`config.mk`:
```
export PLATFORM = sky130hd
export DESIGN_NAME = kd_leaf_encoder
export DESIGN_NICKNAME = d
export VERILOG_FILES = /design/src/kd_pkg.sv /design/src/kd_leaf_encoder.sv
export VERILOG_INCLUDE_DIRS = /design/src /design/src/include
export SDC_FILE = /design/constraint.sdc
export NUM_CORES = 1
export LEC_CHECK = 0
export ABC_CLOCK_PERIOD_IN_PS = 4600
export BUFFER_PORTS_ARGS = -buffer_cell sky130_fd_sc_hd__buf_2
export CELL_PAD_IN_SITES_DETAIL_PLACEMENT = 0
export CELL_PAD_IN_SITES_GLOBAL_PLACEMENT = 1
export CORE_MARGIN = 4
export CORE_UTILIZATION = 27
export CTS_CLUSTER_SIZE = 8
export DETAILED_ROUTE_END_ITERATION = 10
export PLACE_DENSITY_LB_ADDON = 0.1
export SLEW_MARGIN = 20
export SYNTH_ARGS = -nofsm -noshare
export SYNTH_HDL_FRONTEND = slang
export SYNTH_SLANG_ARGS = --single-unit
export TNS_END_PERCENT = 1
```
`constraint.sdc`:
```
create_clock -name clk -period 4.6 [get_ports clk]
set_input_delay 0.92 -clock clk [delete_from_list [all_inputs] [get_ports clk]]
set_output_delay 0.92 -clock clk [all_outputs]
set_load 0.005 [all_outputs]
```
`src/include/kd_cfg.svh`:
```
// KD-tree leaf search configuration, tree shape and patch geometry
`ifndef KD_CFG_SVH
`define KD_CFG_SVH

// Tree shape
`define KD_DEPTH   7                        // Internal levels, root is depth 0
`define KD_NODES   ((1 << `KD_DEPTH) - 1)   // 127 internal nodes
`define KD_LEAVES  (1 << `KD_DEPTH)         // 128 leaves

// Patch geometry
`define KD_COORD_W 11                       // Bits per coordinate
`define KD_DIMS    5                        // Coordinates per patch
`define KD_DIM_W   3                        // Split dimension selector width

`endif

```
`src/kd_pkg.sv`:
```
// Shared types for the KD-tree search: coordinates, patches, node words, leaf index
`default_nettype none

`include "kd_cfg.svh"

package kd_pkg;

  // One unsigned coordinate
  typedef logic [`KD_COORD_W-1:0] kd_coord_t;

  // Query patch, coordinate 0 sits in the low bits
  typedef kd_coord_t [`KD_DIMS-1:0] kd_patch_t;

  // Split dimension, only 0 to KD_DIMS-1 are legal
  typedef logic [`KD_DIM_W-1:0] kd_dim_t;

  // Word held by each internal node, 14 bits
  typedef struct packed {
    kd_dim_t   dim;     // Coordinate to compare
    kd_coord_t thresh;  // Split value, equal goes right
  } kd_node_word_t;

  // Leaf index, first decision in the MSB
  typedef logic [`KD_DEPTH-1:0] kd_leaf_t;

endpackage

`default_nettype wire

```
`src/kd_leaf_encoder.sv`:
```
// Leaf encoder, registers the one-hot leaf vector as a binary index with a strobe
`timescale 1ns/1ps
`default_nettype none

`include "kd_cfg.svh"

module kd_leaf_encoder (
  input  wire logic                  clk,
  input  wire logic                  rst_n,
  input  wire logic [`KD_LEAVES-1:0] leaf_onehot,  // Token after the last level
  output logic                       leaf_valid,
  output kd_pkg::kd_leaf_t           leaf_index
);

  import kd_pkg::*;

  kd_leaf_t idx_d;  // Position of the set bit

  // Bit position equals the left/right path, first decision in the MSB
  always_comb begin
    idx_d = '0;
    for (int i = 0; i < `KD_LEAVES; i++) begin
      if (leaf_onehot[i])
        idx_d = kd_leaf_t'(i);
    end
  end

  always_ff @(posedge clk) begin
    if (!rst_n)
      leaf_valid <= 1'b0;
    else
      leaf_valid <= |leaf_onehot;  // Strobe, one cycle per patch
  end

  // Index only meaningful with leaf_valid
  always_ff @(posedge clk) begin
    leaf_index <= idx_d;
  end

  // The tree levels must deliver a single leaf at most
  a_leaf_onehot: assert property (@(posedge clk) disable iff (!rst_n)
    $onehot0(leaf_onehot));

endmodule

`default_nettype wire

```
== Yosys cells after proc, flatten, opt, wreduce, memory -nomap -nowiden ==
Index checks and enable logic that the tools add are counted.
Storage, ports and cells
  bits in latches: 0
  input port bits: 130
  output and inout bits: 8
  word-level logic and storage cells: 141
  memories kept: 0
  bits in registers: 8
  ROM bits: 0
  bits in writable memories: 0
Operators by class
  mux-type cells: 126
  div/mod/pow operators: 0
  multipliers: 0
  shift operators: 0
  add/sub/neg operators: 0
  reduce and logical (&&, ||, !) cells: 7
  $lt $le $gt $ge: 0
  bitwise operators: 0
  eq/ne operators: 0
Operators with widths (number)
  7-bit 2-to-1 mux: 62
  6-bit 2-to-1 mux: 32
  128-bit OR reduction: 1
  5-bit 2-to-1 mux: 16
  64-bit OR reduction: 1
  4-bit 2-to-1 mux: 8
  32-bit OR reduction: 1
  16-bit OR reduction: 1
  3-bit 2-to-1 mux: 4
  8-bit OR reduction: 1
  2-bit 2-to-1 mux: 2
  4-bit OR reduction: 1
  1-bit 2-to-1 mux: 2
  2-bit OR reduction: 1

== Longest topological paths before layout ==
Gate-level depths: netlist (run 1).
  depth in word-level cells: 126
  gate-level depth with buffers: 7

== Worst setup path after synthesis (run 1) ==
No wires, ideal clock.
  kind: input to register
  start: in leaf_onehot[125]
  end: reg leaf_valid
  required time: 4475 ps
  cell stages on the path: 7
  setup slack: 2091 ps
  arrival time: 2383 ps
  buffers on the path: 0
  cells stage by stage: or4_4 -> nor3_2 -> and2_4 -> nand2_4 -> nor2_4 -> nand3_2 -> o41a_1
On the way
  longest elaborated chain between the ends: 1
RTL lines
  from (decl): RTL line kd_leaf_encoder.sv:10  | input wire logic [`KD_LEAVES-1:0] leaf_onehot,
  128-bit OR reduction: RTL line kd_leaf_encoder.sv:32  | leaf_valid <= |leaf_onehot;
  to (signal assigned): RTL line kd_leaf_encoder.sv:32
  to (decl): RTL line kd_leaf_encoder.sv:11  | output logic leaf_valid,
No other way between the ends.
A chain may end at the register's enable or synchronous reset.

== Worst setup path in the final report (run 1) ==
Ends and elaborated chain as after synthesis.

==> results of run 1 <==
==> metrics by stage <==
| step | area, um^2 | power, W |
|---|---|---|
| 3_5_place_dp | 2560 | 0.000225 |
| 2_1_floorplan | 1780 | 0.000127 |
| 5_1_grt | 2600 | 0.000334 |
| 6_report | 2600 | 0.000307 |
| 3_3_place_gp | 2560 | 0.000226 |
| 4_1_cts | 2600 | 0.000311 |
==> metal layers <==
metal,part of all wire,wire length (um)
met1,0.44,3120
met2,0.48,3360
met3,0.070,494
met4,0.0068,48
met5,0,0
==> worst min-delay path by stage <==
| stage | startpoint | to | slack [ps] |
|---|---|---|---|
| final | rst_n | leaf_valid | 930 |
| after global routing | rst_n | leaf_valid | 940 |
| after CTS | rst_n | leaf_valid | 930 |
| after detailed placement | rst_n | leaf_valid | 1150 |
| after global placement | rst_n | leaf_valid | 1140 |
| after floorplan | leaf_onehot[127] | leaf_index[1] | 1030 |
==> kinds of logic (layout without fill, tap and decap cells) <==
kind of cell,count (synthesis),after routing,share of synthesized area
and+or+nand+nor,178,178,0.529
AOI/OAI and AO/OA,91,91,0.333
buffers and inverters,23,163,0.0485
DFF,8,8,0.0900
==> power groups by stage <==
| stage | clock [W] | combinational [W] | sequential, W |
|---|---|---|---|
| after global placement | 0 | 0.000153 | 0.0000734 |
| after global routing | 0.0000884 | 0.000173 | 0.0000724 |
| final | 0.0000824 | 0.000152 | 0.0000722 |
| after detailed placement | 0 | 0.000152 | 0.0000733 |
| after CTS | 0.0000858 | 0.000153 | 0.0000722 |
| after floorplan | 0 | 0.0000533 | 0.0000736 |
==> registers in the layout, summed over array words and instances, names as in the netlist <==
signal	flops
leaf_index	7
leaf_valid	1
==> cells in the mapped netlist (2+ instances only) <==
library cell and n:
sky130_fd_sc_hd__nor4b_1 2, sky130_fd_sc_hd__a31oi_1 4, sky130_fd_sc_hd__o31ai_1 9, sky130_fd_sc_hd__o2111ai_1 3
sky130_fd_sc_hd__o211ai_1 2, sky130_fd_sc_hd__o21ai_0 11, sky130_fd_sc_hd__nor4_1 28, sky130_fd_sc_hd__or4_1 3
sky130_fd_sc_hd__nor2b_1 5, sky130_fd_sc_hd__and3_1 2, sky130_fd_sc_hd__nor3b_1 2, sky130_fd_sc_hd__nand3_1 11
sky130_fd_sc_hd__nand2b_1 7, sky130_fd_sc_hd__a211o_1 2, sky130_fd_sc_hd__o21bai_1 6, sky130_fd_sc_hd__a211oi_1 3
sky130_fd_sc_hd__nand2_1 20, sky130_fd_sc_hd__nand4_1 10, sky130_fd_sc_hd__nor3_1 22, sky130_fd_sc_hd__o311a_1 2
sky130_fd_sc_hd__a21boi_0 4, sky130_fd_sc_hd__o21a_1 3, sky130_fd_sc_hd__inv_1 23, sky130_fd_sc_hd__o21ai_1 5
sky130_fd_sc_hd__o41ai_1 2, sky130_fd_sc_hd__nor2_1 55, sky130_fd_sc_hd__a21oi_1 28, sky130_fd_sc_hd__dfxtp_1 8
==> final cells by class <==
| cell class | count | area (um^2) |
|---|---|---|
| fillers | 755 | 3780 |
| multi-input cells | 269 | 1530 |
| repair buffers | 137 | 686 |
| flip-flops and latches | 8 | 160 |
| well taps | 77 | 96.3 |
| inverters | 23 | 86.3 |
| clock buffers | 3 | 41.3 |
==> impl_metrics.prom, run 1 <==
# TYPE chip_impl_metric gauge
chip_impl_metric{name="worstHoldPathCells",unit=""} 2
chip_impl_metric{name="numClockSinks",unit=""} 8
chip_impl_metric{name="vias",unit=""} 2720
chip_impl_metric{name="grt_util_met3",unit=""} 0.0157
chip_impl_metric{name="ys_seq_area_frac",unit=""} 0.0900
chip_impl_metric{name="first_global_vias",unit=""} 2614
chip_impl_metric{name="antenna_violations_before_repair",unit=""} 0
chip_impl_info{name="run_status",value="finished, final reports clean"} 1
chip_impl_metric{name="timing.fmax",unit="GHz"} 0.399
chip_impl_info{name="endpoint_kind",value="flip-flop"} 1
chip_impl_metric{name="fp.dieH",unit="um"} 89.2
chip_impl_info{name="layout.cells.most_common_list",value="137 x sky130_fd_sc_hd__buf_2, 55 x sky130_fd_sc_hd__nor2_1, 28 x sky130_fd_sc_hd__nor4_1, 28 x sky130_fd_sc_hd__a21oi_1, 23 x sky130_fd_sc_hd__inv_1"} 1
chip_impl_metric{name="ant_nets",unit=""} 0
chip_impl_info{name="netlist_top_cells_area",value="sky130_fd_sc_hd__nor2_1 12%, sky130_fd_sc_hd__nor4_1 9.8%, sky130_fd_sc_hd__dfxtp_1 9.0%, sky130_fd_sc_hd__a21oi_1 7.9%, sky130_fd_sc_hd__nor3_1 6.2%"} 1
chip_impl_metric{name="global_route_wire_length_before_repair",unit="um"} 11200
chip_impl_metric{name="cts.repair.resized",unit=""} 0
chip_impl_metric{name="h_tree_depth",unit=""} 1
chip_impl_metric{name="buffers_plus_inverters_on_the_worst_setup_path",unit=""} 1
chip_impl_metric{name="n_antenna_cell",unit=""} 0
chip_impl_metric{name="finish.utilization",unit=""} 0.408
chip_impl_metric{name="min_period_over_period",unit=""} 0.545
chip_impl_info{name="globalRoute.busiestLayer",value="met2"} 1
chip_impl_metric{name="grt-ovfl-total",unit=""} 0
chip_impl_metric{name="clock_power_share",unit=""} 0.268
chip_impl_metric{name="count_of_flip_flops_with_a_built_in_enable_after_synthesis",unit=""} 0
chip_impl_metric{name="wl_per_cell",unit="um"} 13.6
chip_impl_metric{name="worst_endpoint_required_time",unit="ps"} 4700
chip_impl_metric{name="total_switching_power",unit="W"} 0.000109
chip_impl_metric{name="cap_viol_max_count",unit=""} 0
chip_impl_metric{name="final.setup.tns",unit="ps"} 0
chip_impl_metric{name="share_of_synthesized_registers_carrying_an_async_set_or_reset",unit=""} 0
chip_impl_metric{name="grt_util_all_layers",unit=""} 0.172
chip_impl_metric{name="effective_utilization_at_floorplan",unit=""} 0.279
chip_impl_info{name="synthDominantAreaCellType",value="sky130_fd_sc_hd__nor2_1"} 1
chip_impl_metric{name="synth.lib_cells_used.distinct",unit=""} 46
chip_impl_info{name="crit_path_start",value="leaf_onehot[125]"} 1
chip_impl_metric{name="yosys.area.top_type_share",unit=""} 0.116
chip_impl_metric{name="flow.area_growth_from_synthesis",unit="%"} 46.3
chip_impl_metric{name="worst_ir_drop_vdd",unit="mV"} 0.0636
chip_impl_metric{name="layout-drive-gt1-share",unit=""} 0.341
chip_impl_metric{name="setup_violations",unit=""} 0
chip_impl_metric{name="chipWidth",unit="um"} 89.2
chip_impl_info{name="ctsRootBufferMaster",value="sky130_fd_sc_hd__clkbuf_8"} 1
chip_impl_info{name="cts_tree",value="done"} 1
chip_impl_metric{name="holdWs",unit="ps"} 926
chip_impl_metric{name="period_minus_slack",unit="ps"} 2510
chip_impl_info{name="worst_hold_path_type",value="primary input to flip-flop"} 1
chip_impl_metric{name="drc",unit=""} 0
chip_impl_metric{name="synth_cells",unit=""} 300
chip_impl_metric{name="critical_path_cell_count",unit=""} 8
chip_impl_metric{name="grt_start_max_net_pins",unit=""} 6
chip_impl_metric{name="report.final.slew_viol_count",unit=""} 0
chip_impl_metric{name="final_cells",unit=""} 517
chip_impl_metric{name="routed_via_density",unit=""} 5.26
chip_impl_metric{name="cp_slowest_stage_delay",unit="ps"} 560
chip_impl_metric{name="place_worst_setup_slack",unit="ps"} 1880
chip_impl_metric{name="drt_pre_antenna_iters",unit=""} 6
chip_impl_metric{name="timing.max_slew.rel_slack",unit=""} 0.549
chip_impl_info{name="setup.worst_path.start_class",value="primary input"} 1
chip_impl_metric{name="cellInternalPower",unit="W"} 0.000198
chip_impl_metric{name="post-cts-setup-buffer-count",unit=""} 0
chip_impl_metric{name="coreArea",unit="mm^2"} 0.00639
chip_impl_metric{name="power_leakage",unit="nW"} 1.11
chip_impl_metric{name="finalWirelength",unit="um"} 7020
chip_impl_metric{name="synth_warnings",unit=""} 0
chip_impl_metric{name="cts-hold-fix-buffers",unit=""} 0
chip_impl_metric{name="place_inst",unit=""} 514
chip_impl_metric{name="postLayoutSetupSlackWorst",unit="ps"} 2090
chip_impl_metric{name="postSynthAreaPerCell",unit="um^2"} 5.93
chip_impl_metric{name="sw_frac_of_total",unit=""} 0.356
chip_impl_metric{name="postSynthRegisterBits",unit=""} 8
chip_impl_metric{name="floorplan.rows",unit=""} 29
chip_impl_info{name="timing.setup.critical_path_class",value="primary input to flip-flop"} 1
chip_impl_metric{name="die_area",unit="mm^2"} 0.00795
chip_impl_metric{name="i_o_buffers",unit=""} 137
chip_impl_metric{name="routabilityCongestion",unit=""} 0.823
chip_impl_info{name="family_with_the_most_delay_on_the_worst_path",value="simple AND/OR/NAND/NOR gates"} 1
chip_impl_metric{name="initialDrtViolationCount",unit=""} 71
chip_impl_metric{name="critPathArrivalTime",unit="ps"} 2610
chip_impl_metric{name="nNetsFinal",unit=""} 572
chip_impl_metric{name="worstPathMaxFanout",unit=""} 4
chip_impl_metric{name="post-dp-hpwl",unit="um"} 6390
chip_impl_info{name="grt_setup_unrepaired",value="no"} 1
chip_impl_metric{name="clkSlewWorstSetupHoldPaths",unit="ps"} 40
chip_impl_metric{name="grtUsageMet1",unit=""} 0.223
chip_impl_info{name="crit_path_cell_trace",value="buf_2 > or4_4 > nor3_2 > and2_4 > nand2_4 > nor2_4 > nand3_2 > o41a_1"} 1
chip_impl_metric{name="met2_usage",unit=""} 0.310
chip_impl_metric{name="power_frac_seq",unit=""} 0.235
chip_impl_info{name="critical_path.slowest_cell",value="sky130_fd_sc_hd__or4_4"} 1
chip_impl_metric{name="cts_inserted_buffers",unit=""} 3
chip_impl_metric{name="cts.path.max_buffers",unit=""} 2
chip_impl_metric{name="ios",unit=""} 138
chip_impl_metric{name="synth_nets",unit=""} 430
chip_impl_metric{name="share_comb_of_total_power",unit=""} 0.497
chip_impl_metric{name="finalHoldViolations",unit=""} 0
chip_impl_metric{name="cellPowerDensity",unit="mW/mm^2"} 118
chip_impl_metric{name="tightest_slew",unit="ps"} 670
chip_impl_info{name="layout.cells.most_common",value="sky130_fd_sc_hd__buf_2"} 1
chip_impl_metric{name="synth_area",unit="mm^2"} 0.00178
chip_impl_info{name="crit_end",value="leaf_valid"} 1
chip_impl_info{name="most_used_dff_post_synth",value="sky130_fd_sc_hd__dfxtp_1"} 1
Note: power is estimated with default switching activity, not from simulation.
==> run 2: changes to the inputs <==
Settings changed: ABC_CLOCK_PERIOD_IN_PS 4600 to 2500, CORE_UTILIZATION 27 to 25.
Clock period 4.6 ns to 2.5 ns, I/O delays scaled along.
==> run 2 against run 1 <==
Net effect:
- non-clock buffer count up 4
- core utilization down 2.1 points
- wire length up 4.3%
- count of clock-buffer cells in the layout unchanged
- combinational power up 87%
- cell area up 2.1%
- total power up 85%
- critical path depth unchanged
- sequential cell count unchanged
- cell count up 4.4%
- hold slack worse by 420 ps
- global-route usage down 0.75 points
- highest routed layer unchanged
==> impl_metrics.prom, run 2 (synthesized netlist as in run 1, its figures left out) <==
# TYPE chip_impl_metric gauge
chip_impl_metric{name="timing.max_slew.rel_slack",unit=""} 0.566
chip_impl_metric{name="routabilityCongestion",unit=""} 0.791
chip_impl_info{name="endpoint_kind",value="flip-flop"} 1
chip_impl_metric{name="largest_register_ff_count",unit=""} 7
chip_impl_metric{name="report.final.slew_viol_count",unit=""} 0
chip_impl_info{name="ctsRootBufferMaster",value="sky130_fd_sc_hd__clkbuf_8"} 1
chip_impl_metric{name="cellPowerDensity",unit="mW/mm^2"} 214
chip_impl_metric{name="i_o_buffers",unit=""} 137
chip_impl_metric{name="final.setup.tns",unit="ps"} 0
chip_impl_metric{name="die_area",unit="mm^2"} 0.00853
chip_impl_metric{name="layout-drive-gt1-share",unit=""} 0.347
chip_impl_metric{name="h_tree_depth",unit=""} 1
chip_impl_metric{name="worst_endpoint_required_time",unit="ps"} 2600
chip_impl_metric{name="finish.utilization",unit=""} 0.387
chip_impl_metric{name="chipWidth",unit="um"} 92.4
chip_impl_info{name="family_with_the_most_delay_on_the_worst_path",value="simple AND/OR/NAND/NOR gates"} 1
chip_impl_metric{name="floorplan.rows",unit=""} 30
chip_impl_metric{name="cap_viol_max_count",unit=""} 0
chip_impl_metric{name="critPathArrivalTime",unit="ps"} 2180
chip_impl_metric{name="grt_util_all_layers",unit=""} 0.164
chip_impl_metric{name="vias",unit=""} 2760
chip_impl_metric{name="power_leakage",unit="nW"} 1.13
chip_impl_metric{name="drt_pre_antenna_iters",unit=""} 4
chip_impl_metric{name="place_inst",unit=""} 537
chip_impl_metric{name="buffers_plus_inverters_on_the_worst_setup_path",unit=""} 1
chip_impl_info{name="layout.cells.most_common",value="sky130_fd_sc_hd__buf_2"} 1
chip_impl_metric{name="ant_nets",unit=""} 0
chip_impl_info{name="setup.worst_path.start_class",value="primary input"} 1
chip_impl_metric{name="setup_violations",unit=""} 0
chip_impl_metric{name="cts-hold-fix-buffers",unit=""} 0
chip_impl_metric{name="numClockSinks",unit=""} 8
chip_impl_info{name="layout.cells.most_common_list",value="137 x sky130_fd_sc_hd__buf_2, 55 x sky130_fd_sc_hd__nor2_1, 28 x sky130_fd_sc_hd__nor4_1, 28 x sky130_fd_sc_hd__a21oi_1, 23 x sky130_fd_sc_hd__inv_1"} 1
chip_impl_metric{name="wl_per_cell",unit="um"} 13.6
chip_impl_metric{name="cp_slowest_stage_delay",unit="ps"} 560
chip_impl_info{name="biggestRegsByFlops",value="leaf_index (7), leaf_valid (1)"} 1
chip_impl_info{name="timing.setup.critical_path_class",value="primary input to flip-flop"} 1
chip_impl_metric{name="effective_utilization_at_floorplan",unit=""} 0.259
chip_impl_metric{name="n_antenna_cell",unit=""} 0
chip_impl_info{name="run_status",value="finished, final reports clean"} 1
chip_impl_metric{name="holdWs",unit="ps"} 507
chip_impl_metric{name="cts.repair.resized",unit=""} 0
chip_impl_metric{name="finalWirelength",unit="um"} 7330
chip_impl_metric{name="grt-ovfl-total",unit=""} 0
chip_impl_metric{name="min_period_over_period",unit=""} 0.831
chip_impl_metric{name="flow.area_growth_from_synthesis",unit="%"} 49.3
chip_impl_metric{name="coreArea",unit="mm^2"} 0.00687
chip_impl_metric{name="cts.path.max_buffers",unit=""} 2
chip_impl_metric{name="global_route_wire_length_before_repair",unit="um"} 11900
chip_impl_metric{name="tightest_slew",unit="ps"} 645
chip_impl_metric{name="clkSlewWorstSetupHoldPaths",unit="ps"} 40
chip_impl_info{name="cts_tree",value="done"} 1
chip_impl_metric{name="worstPathMaxFanout",unit=""} 4
chip_impl_metric{name="worst_ir_drop_vdd",unit="mV"} 0.0928
chip_impl_metric{name="post-dp-hpwl",unit="um"} 6730
chip_impl_metric{name="antenna_violations_before_repair",unit=""} 0
chip_impl_metric{name="drc",unit=""} 0
chip_impl_metric{name="post-cts-setup-buffer-count",unit=""} 0
chip_impl_metric{name="routed_via_density",unit=""} 5.11
chip_impl_metric{name="ios",unit=""} 138
chip_impl_metric{name="grt_start_max_net_pins",unit=""} 6
chip_impl_metric{name="place_worst_setup_slack",unit="ps"} 193
chip_impl_metric{name="initialDrtViolationCount",unit=""} 56
chip_impl_metric{name="postLayoutSetupSlackWorst",unit="ps"} 421
chip_impl_metric{name="period_minus_slack",unit="ps"} 2080
chip_impl_info{name="critical_path.slowest_cell",value="sky130_fd_sc_hd__or4_4"} 1
chip_impl_info{name="worst_hold_path_type",value="primary input to flip-flop"} 1
chip_impl_metric{name="nNetsFinal",unit=""} 576
chip_impl_info{name="grt_setup_unrepaired",value="no"} 1
chip_impl_metric{name="finalHoldViolations",unit=""} 0
chip_impl_metric{name="final_cells",unit=""} 540
chip_impl_metric{name="timing.fmax",unit="GHz"} 0.481
chip_impl_metric{name="fp.dieH",unit="um"} 92.4
chip_impl_info{name="crit_path_cell_trace",value="buf_2 > or4_4 > nor3_2 > and2_4 > nand2_4 > nor2_4 > nand3_2 > o41a_1"} 1
chip_impl_info{name="max_flop_register",value="leaf_index"} 1
chip_impl_metric{name="first_global_vias",unit=""} 2738
chip_impl_metric{name="cts_inserted_buffers",unit=""} 3
[run 2: final cells by class]
type | count | area (um^2)
fillers | 816 | 4210
multi-input cells | 269 | 1530
repair buffers | 141 | 716
flip-flops and latches | 8 | 160
well taps | 96 | 120
inverters | 23 | 86.3
clock buffers | 3 | 41.3
[run 2: stage by stage]
stage	power (W)	cell area [um^2]
3_3_place_gp	0.000421	2620
3_5_place_dp	0.000420	2620
5_1_grt	0.000617	2660
6_report	0.000568	2660
2_1_floorplan	0.000233	1780
4_1_cts	0.000576	2660
[run 2: where the power goes]
group	total [W]	leakage (nW)	switching, W	internal, W
registers	0.000133	0.0658	0.000000796	0.000132
clock network	0.000151	0.0216	0.0000466	0.000104
logic	0.000285	1.04	0.000155	0.000130
[run 2: path summary, 6_finish.rpt]
kind                    startpoint    endpoint  cells after the start
setup / recovery  leaf_onehot[125]  leaf_valid                      8
hold / removal               rst_n  leaf_valid                      2
[run 2: layer usage]
metal / track usage / routed length (um) / part of all wire / vias to the layer above
met5: 0 / 0 / 0 / -
met4: 0.0309 / 44 / 0.0060 / 0
met3: 0.0162 / 440 / 0.060 / 4
met2: 0.300 / 3600 / 0.49 / 98
met1: 0.209 / 3240 / 0.44 / 1200
li1: - / - / - / 1458
==> run 3: changes to the inputs <==
Settings changed: ABC_CLOCK_PERIOD_IN_PS 2500 to 1750, CORE_UTILIZATION 25 to 23.
Clock period 2.5 ns to 1.75 ns, I/O delays scaled along.
==> run 3 against run 2 <==
Net effect:
- critical path type unchanged
- combinational power is 79% higher
- the flow now finishes with violations (setup timing)
- sequential power grew 44%
- cell count up 15%
==> impl_metrics.prom, run 3 (synthesized netlist as in run 1, its figures left out) <==
# TYPE chip_impl_metric gauge
chip_impl_metric{name="layout-drive-gt1-share",unit=""} 0.451
chip_impl_metric{name="power_leakage",unit="nW"} 1.53
chip_impl_metric{name="worst_ir_drop_vdd",unit="mV"} 0.169
chip_impl_metric{name="ant_nets",unit=""} 0
chip_impl_metric{name="effective_utilization_at_floorplan",unit=""} 0.241
chip_impl_metric{name="ios",unit=""} 138
chip_impl_metric{name="antenna_violations_before_repair",unit=""} 0
chip_impl_metric{name="worstPathMaxFanout",unit=""} 3
chip_impl_metric{name="global_route_wire_length_before_repair",unit="um"} 12200
chip_impl_metric{name="coreArea",unit="mm^2"} 0.00737
chip_impl_info{name="run_status",value="finished with violations"} 1
chip_impl_metric{name="finalHoldViolations",unit=""} 0
chip_impl_metric{name="post-cts-setup-buffer-count",unit=""} 0
chip_impl_metric{name="nNetsFinal",unit=""} 655
chip_impl_metric{name="cts_inserted_buffers",unit=""} 3
chip_impl_metric{name="die_area",unit="mm^2"} 0.00921
chip_impl_metric{name="num-fill-cells",unit=""} 796
chip_impl_metric{name="n_antenna_cell",unit=""} 0
chip_impl_info{name="ctsRootBufferMaster",value="sky130_fd_sc_hd__clkbuf_8"} 1
chip_impl_metric{name="vias",unit=""} 3009
chip_impl_metric{name="drc",unit=""} 0
chip_impl_metric{name="grt-ovfl-total",unit=""} 0
chip_impl_metric{name="cap_viol_max_count",unit=""} 0
chip_impl_metric{name="routabilityCongestion",unit=""} 0.796
chip_impl_metric{name="largest_register_ff_count",unit=""} 7
chip_impl_metric{name="finalPower",unit="W"} 0.000914
chip_impl_metric{name="flow.area_growth_from_synthesis",unit="%"} 84.9
chip_impl_metric{name="cellPowerDensity",unit="mW/mm^2"} 278
chip_impl_info{name="layout.cells.most_common",value="sky130_fd_sc_hd__buf_2"} 1
chip_impl_metric{name="tightest_slew",unit="ps"} 457
chip_impl_info{name="crit_end",value="leaf_index[2]"} 1
chip_impl_metric{name="min_period_over_period",unit=""} 1.05
chip_impl_metric{name="critPathArrivalTime",unit="ps"} 1990
chip_impl_info{name="worst_hold_path_type",value="primary input to flip-flop"} 1
chip_impl_metric{name="clkSlewWorstSetupHoldPaths",unit="ps"} 40
chip_impl_info{name="grt_setup_unrepaired",value="yes"} 1
chip_impl_metric{name="numClockSinks",unit=""} 8
chip_impl_metric{name="floorplan.rows",unit=""} 31
chip_impl_metric{name="cts.path.max_buffers",unit=""} 2
chip_impl_metric{name="routed_via_density",unit=""} 4.84
chip_impl_metric{name="report.final.slew_viol_count",unit=""} 0
chip_impl_metric{name="drt_pre_antenna_iters",unit=""} 6
chip_impl_metric{name="chipWidth",unit="um"} 96.0
chip_impl_info{name="timing.setup.critical_path_class",value="primary input to flip-flop"} 1
chip_impl_metric{name="grt_start_max_net_pins",unit=""} 6
chip_impl_metric{name="finalWirelength",unit="um"} 7820
chip_impl_metric{name="timing.max_slew.rel_slack",unit=""} 0.692
chip_impl_metric{name="wl_per_cell",unit="um"} 12.6
chip_impl_info{name="endpoint_kind",value="flip-flop"} 1
chip_impl_info{name="crit_path_start",value="leaf_onehot[8]"} 1
chip_impl_metric{name="cts-hold-fix-buffers",unit=""} 0
chip_impl_info{name="max_flop_register",value="leaf_index"} 1
chip_impl_metric{name="holdWs",unit="ps"} 386
chip_impl_metric{name="initialDrtViolationCount",unit=""} 62
chip_impl_metric{name="first_global_vias",unit=""} 2850
chip_impl_metric{name="i_o_buffers",unit=""} 137
chip_impl_metric{name="fp.dieH",unit="um"} 96.0
chip_impl_metric{name="timing.fmax",unit="GHz"} 0.545
chip_impl_info{name="biggestRegsByFlops",value="leaf_index (7), leaf_valid (1)"} 1
chip_impl_metric{name="post-dp-hpwl",unit="um"} 7140
chip_impl_info{name="cts_tree",value="done"} 1
chip_impl_info{name="failing_checks",value="setup timing"} 1
chip_impl_metric{name="worst_endpoint_required_time",unit="ps"} 1900
chip_impl_info{name="min_from",value="rst_n"} 1
chip_impl_info{name="setup.worst_path.start_class",value="primary input"} 1
chip_impl_metric{name="postLayoutSetupSlackWorst",unit="ps"} -84.8
chip_impl_metric{name="h_tree_depth",unit=""} 1
chip_impl_info{name="layout.cells.most_common_list",value="136 x sky130_fd_sc_hd__buf_2, 83 x sky130_fd_sc_hd__buf_4, 55 x sky130_fd_sc_hd__nor2_1, 28 x sky130_fd_sc_hd__nor4_1, 28 x sky130_fd_sc_hd__a21oi_1"} 1
chip_impl_metric{name="grt_util_all_layers",unit=""} 0.162
chip_impl_metric{name="period_minus_slack",unit="ps"} 1830
chip_impl_metric{name="setup_violations",unit=""} 2
run 3: per-stage QoR:
| step | area, um^2 | std cells | setup TNS, ps | worst slack (ps) | util |
|---|---|---|---|---|---|
| after CTS | 3280 | 622 | -132 | -84.5 | 0.444 |
| after floorplan | 1780 | 300 | -283 | -175 | - |
| after global routing | 3290 | 622 | -304 | -161 | 0.446 |
| after global placement | 3210 | 619 | -1400 | -354 | 0.436 |
| after detailed placement | 3210 | 619 | -1600 | -381 | 0.436 |
| final | 3290 | 622 | -117 | -84.8 | 0.446 |
run 3: how the worst min path moves through the flow:
stage                                to  cells after the start
final                        leaf_valid                      2
after global routing         leaf_valid                      2
after CTS                    leaf_valid                      2
after detailed placement     leaf_valid                      2
after global placement       leaf_valid                      2
after floorplan           leaf_index[1]                      2
run 3: final cells by class:
cell class	instances	area (um^2)	share of cell area
inverters	23	86.3	0.0262
repair buffers	220	1320	0.400
well taps	99	124	0.0377
flip-flops and latches	8	160	0.0487
clock buffers	3	41.3	0.0126
multi-input cells	269	1560	0.475
run 3: critical path, cell delays in order:
cell and delay [ps]:
sky130_fd_sc_hd__buf_6 100, sky130_fd_sc_hd__or4_4 530, sky130_fd_sc_hd__o21bai_1 150, sky130_fd_sc_hd__a31oi_1 110
sky130_fd_sc_hd__o21ai_1 140, sky130_fd_sc_hd__a21oi_1 70, sky130_fd_sc_hd__or4_1 400, sky130_fd_sc_hd__a21oi_1 130
run 3: what timing repair did:
action | CTS | global route
endpoints found under the setup margin | 3 | 4
pin swaps | 3 | 1
gates resized for setup | 4 | 2
run 3: per-layer routing:
layer  vias to the layer above  track usage  part of all wire  wire length, um
met3                         0       0.0195             0.064              502
met5                         -            0                 0                0
met2                        89        0.283              0.47             3660
met4                         0       0.0107                 0                0
met1                      1313        0.222              0.47             3660
li1                       1607            -                 -                -
run 3: power breakdown:
group	total, W	internal [W]	switching (W)
logic	0.000510	0.000268	0.000242
clock network	0.000212	0.000148	0.0000640
registers	0.000191	0.000189	0.00000275
total	0.000914	0.000605	0.000309
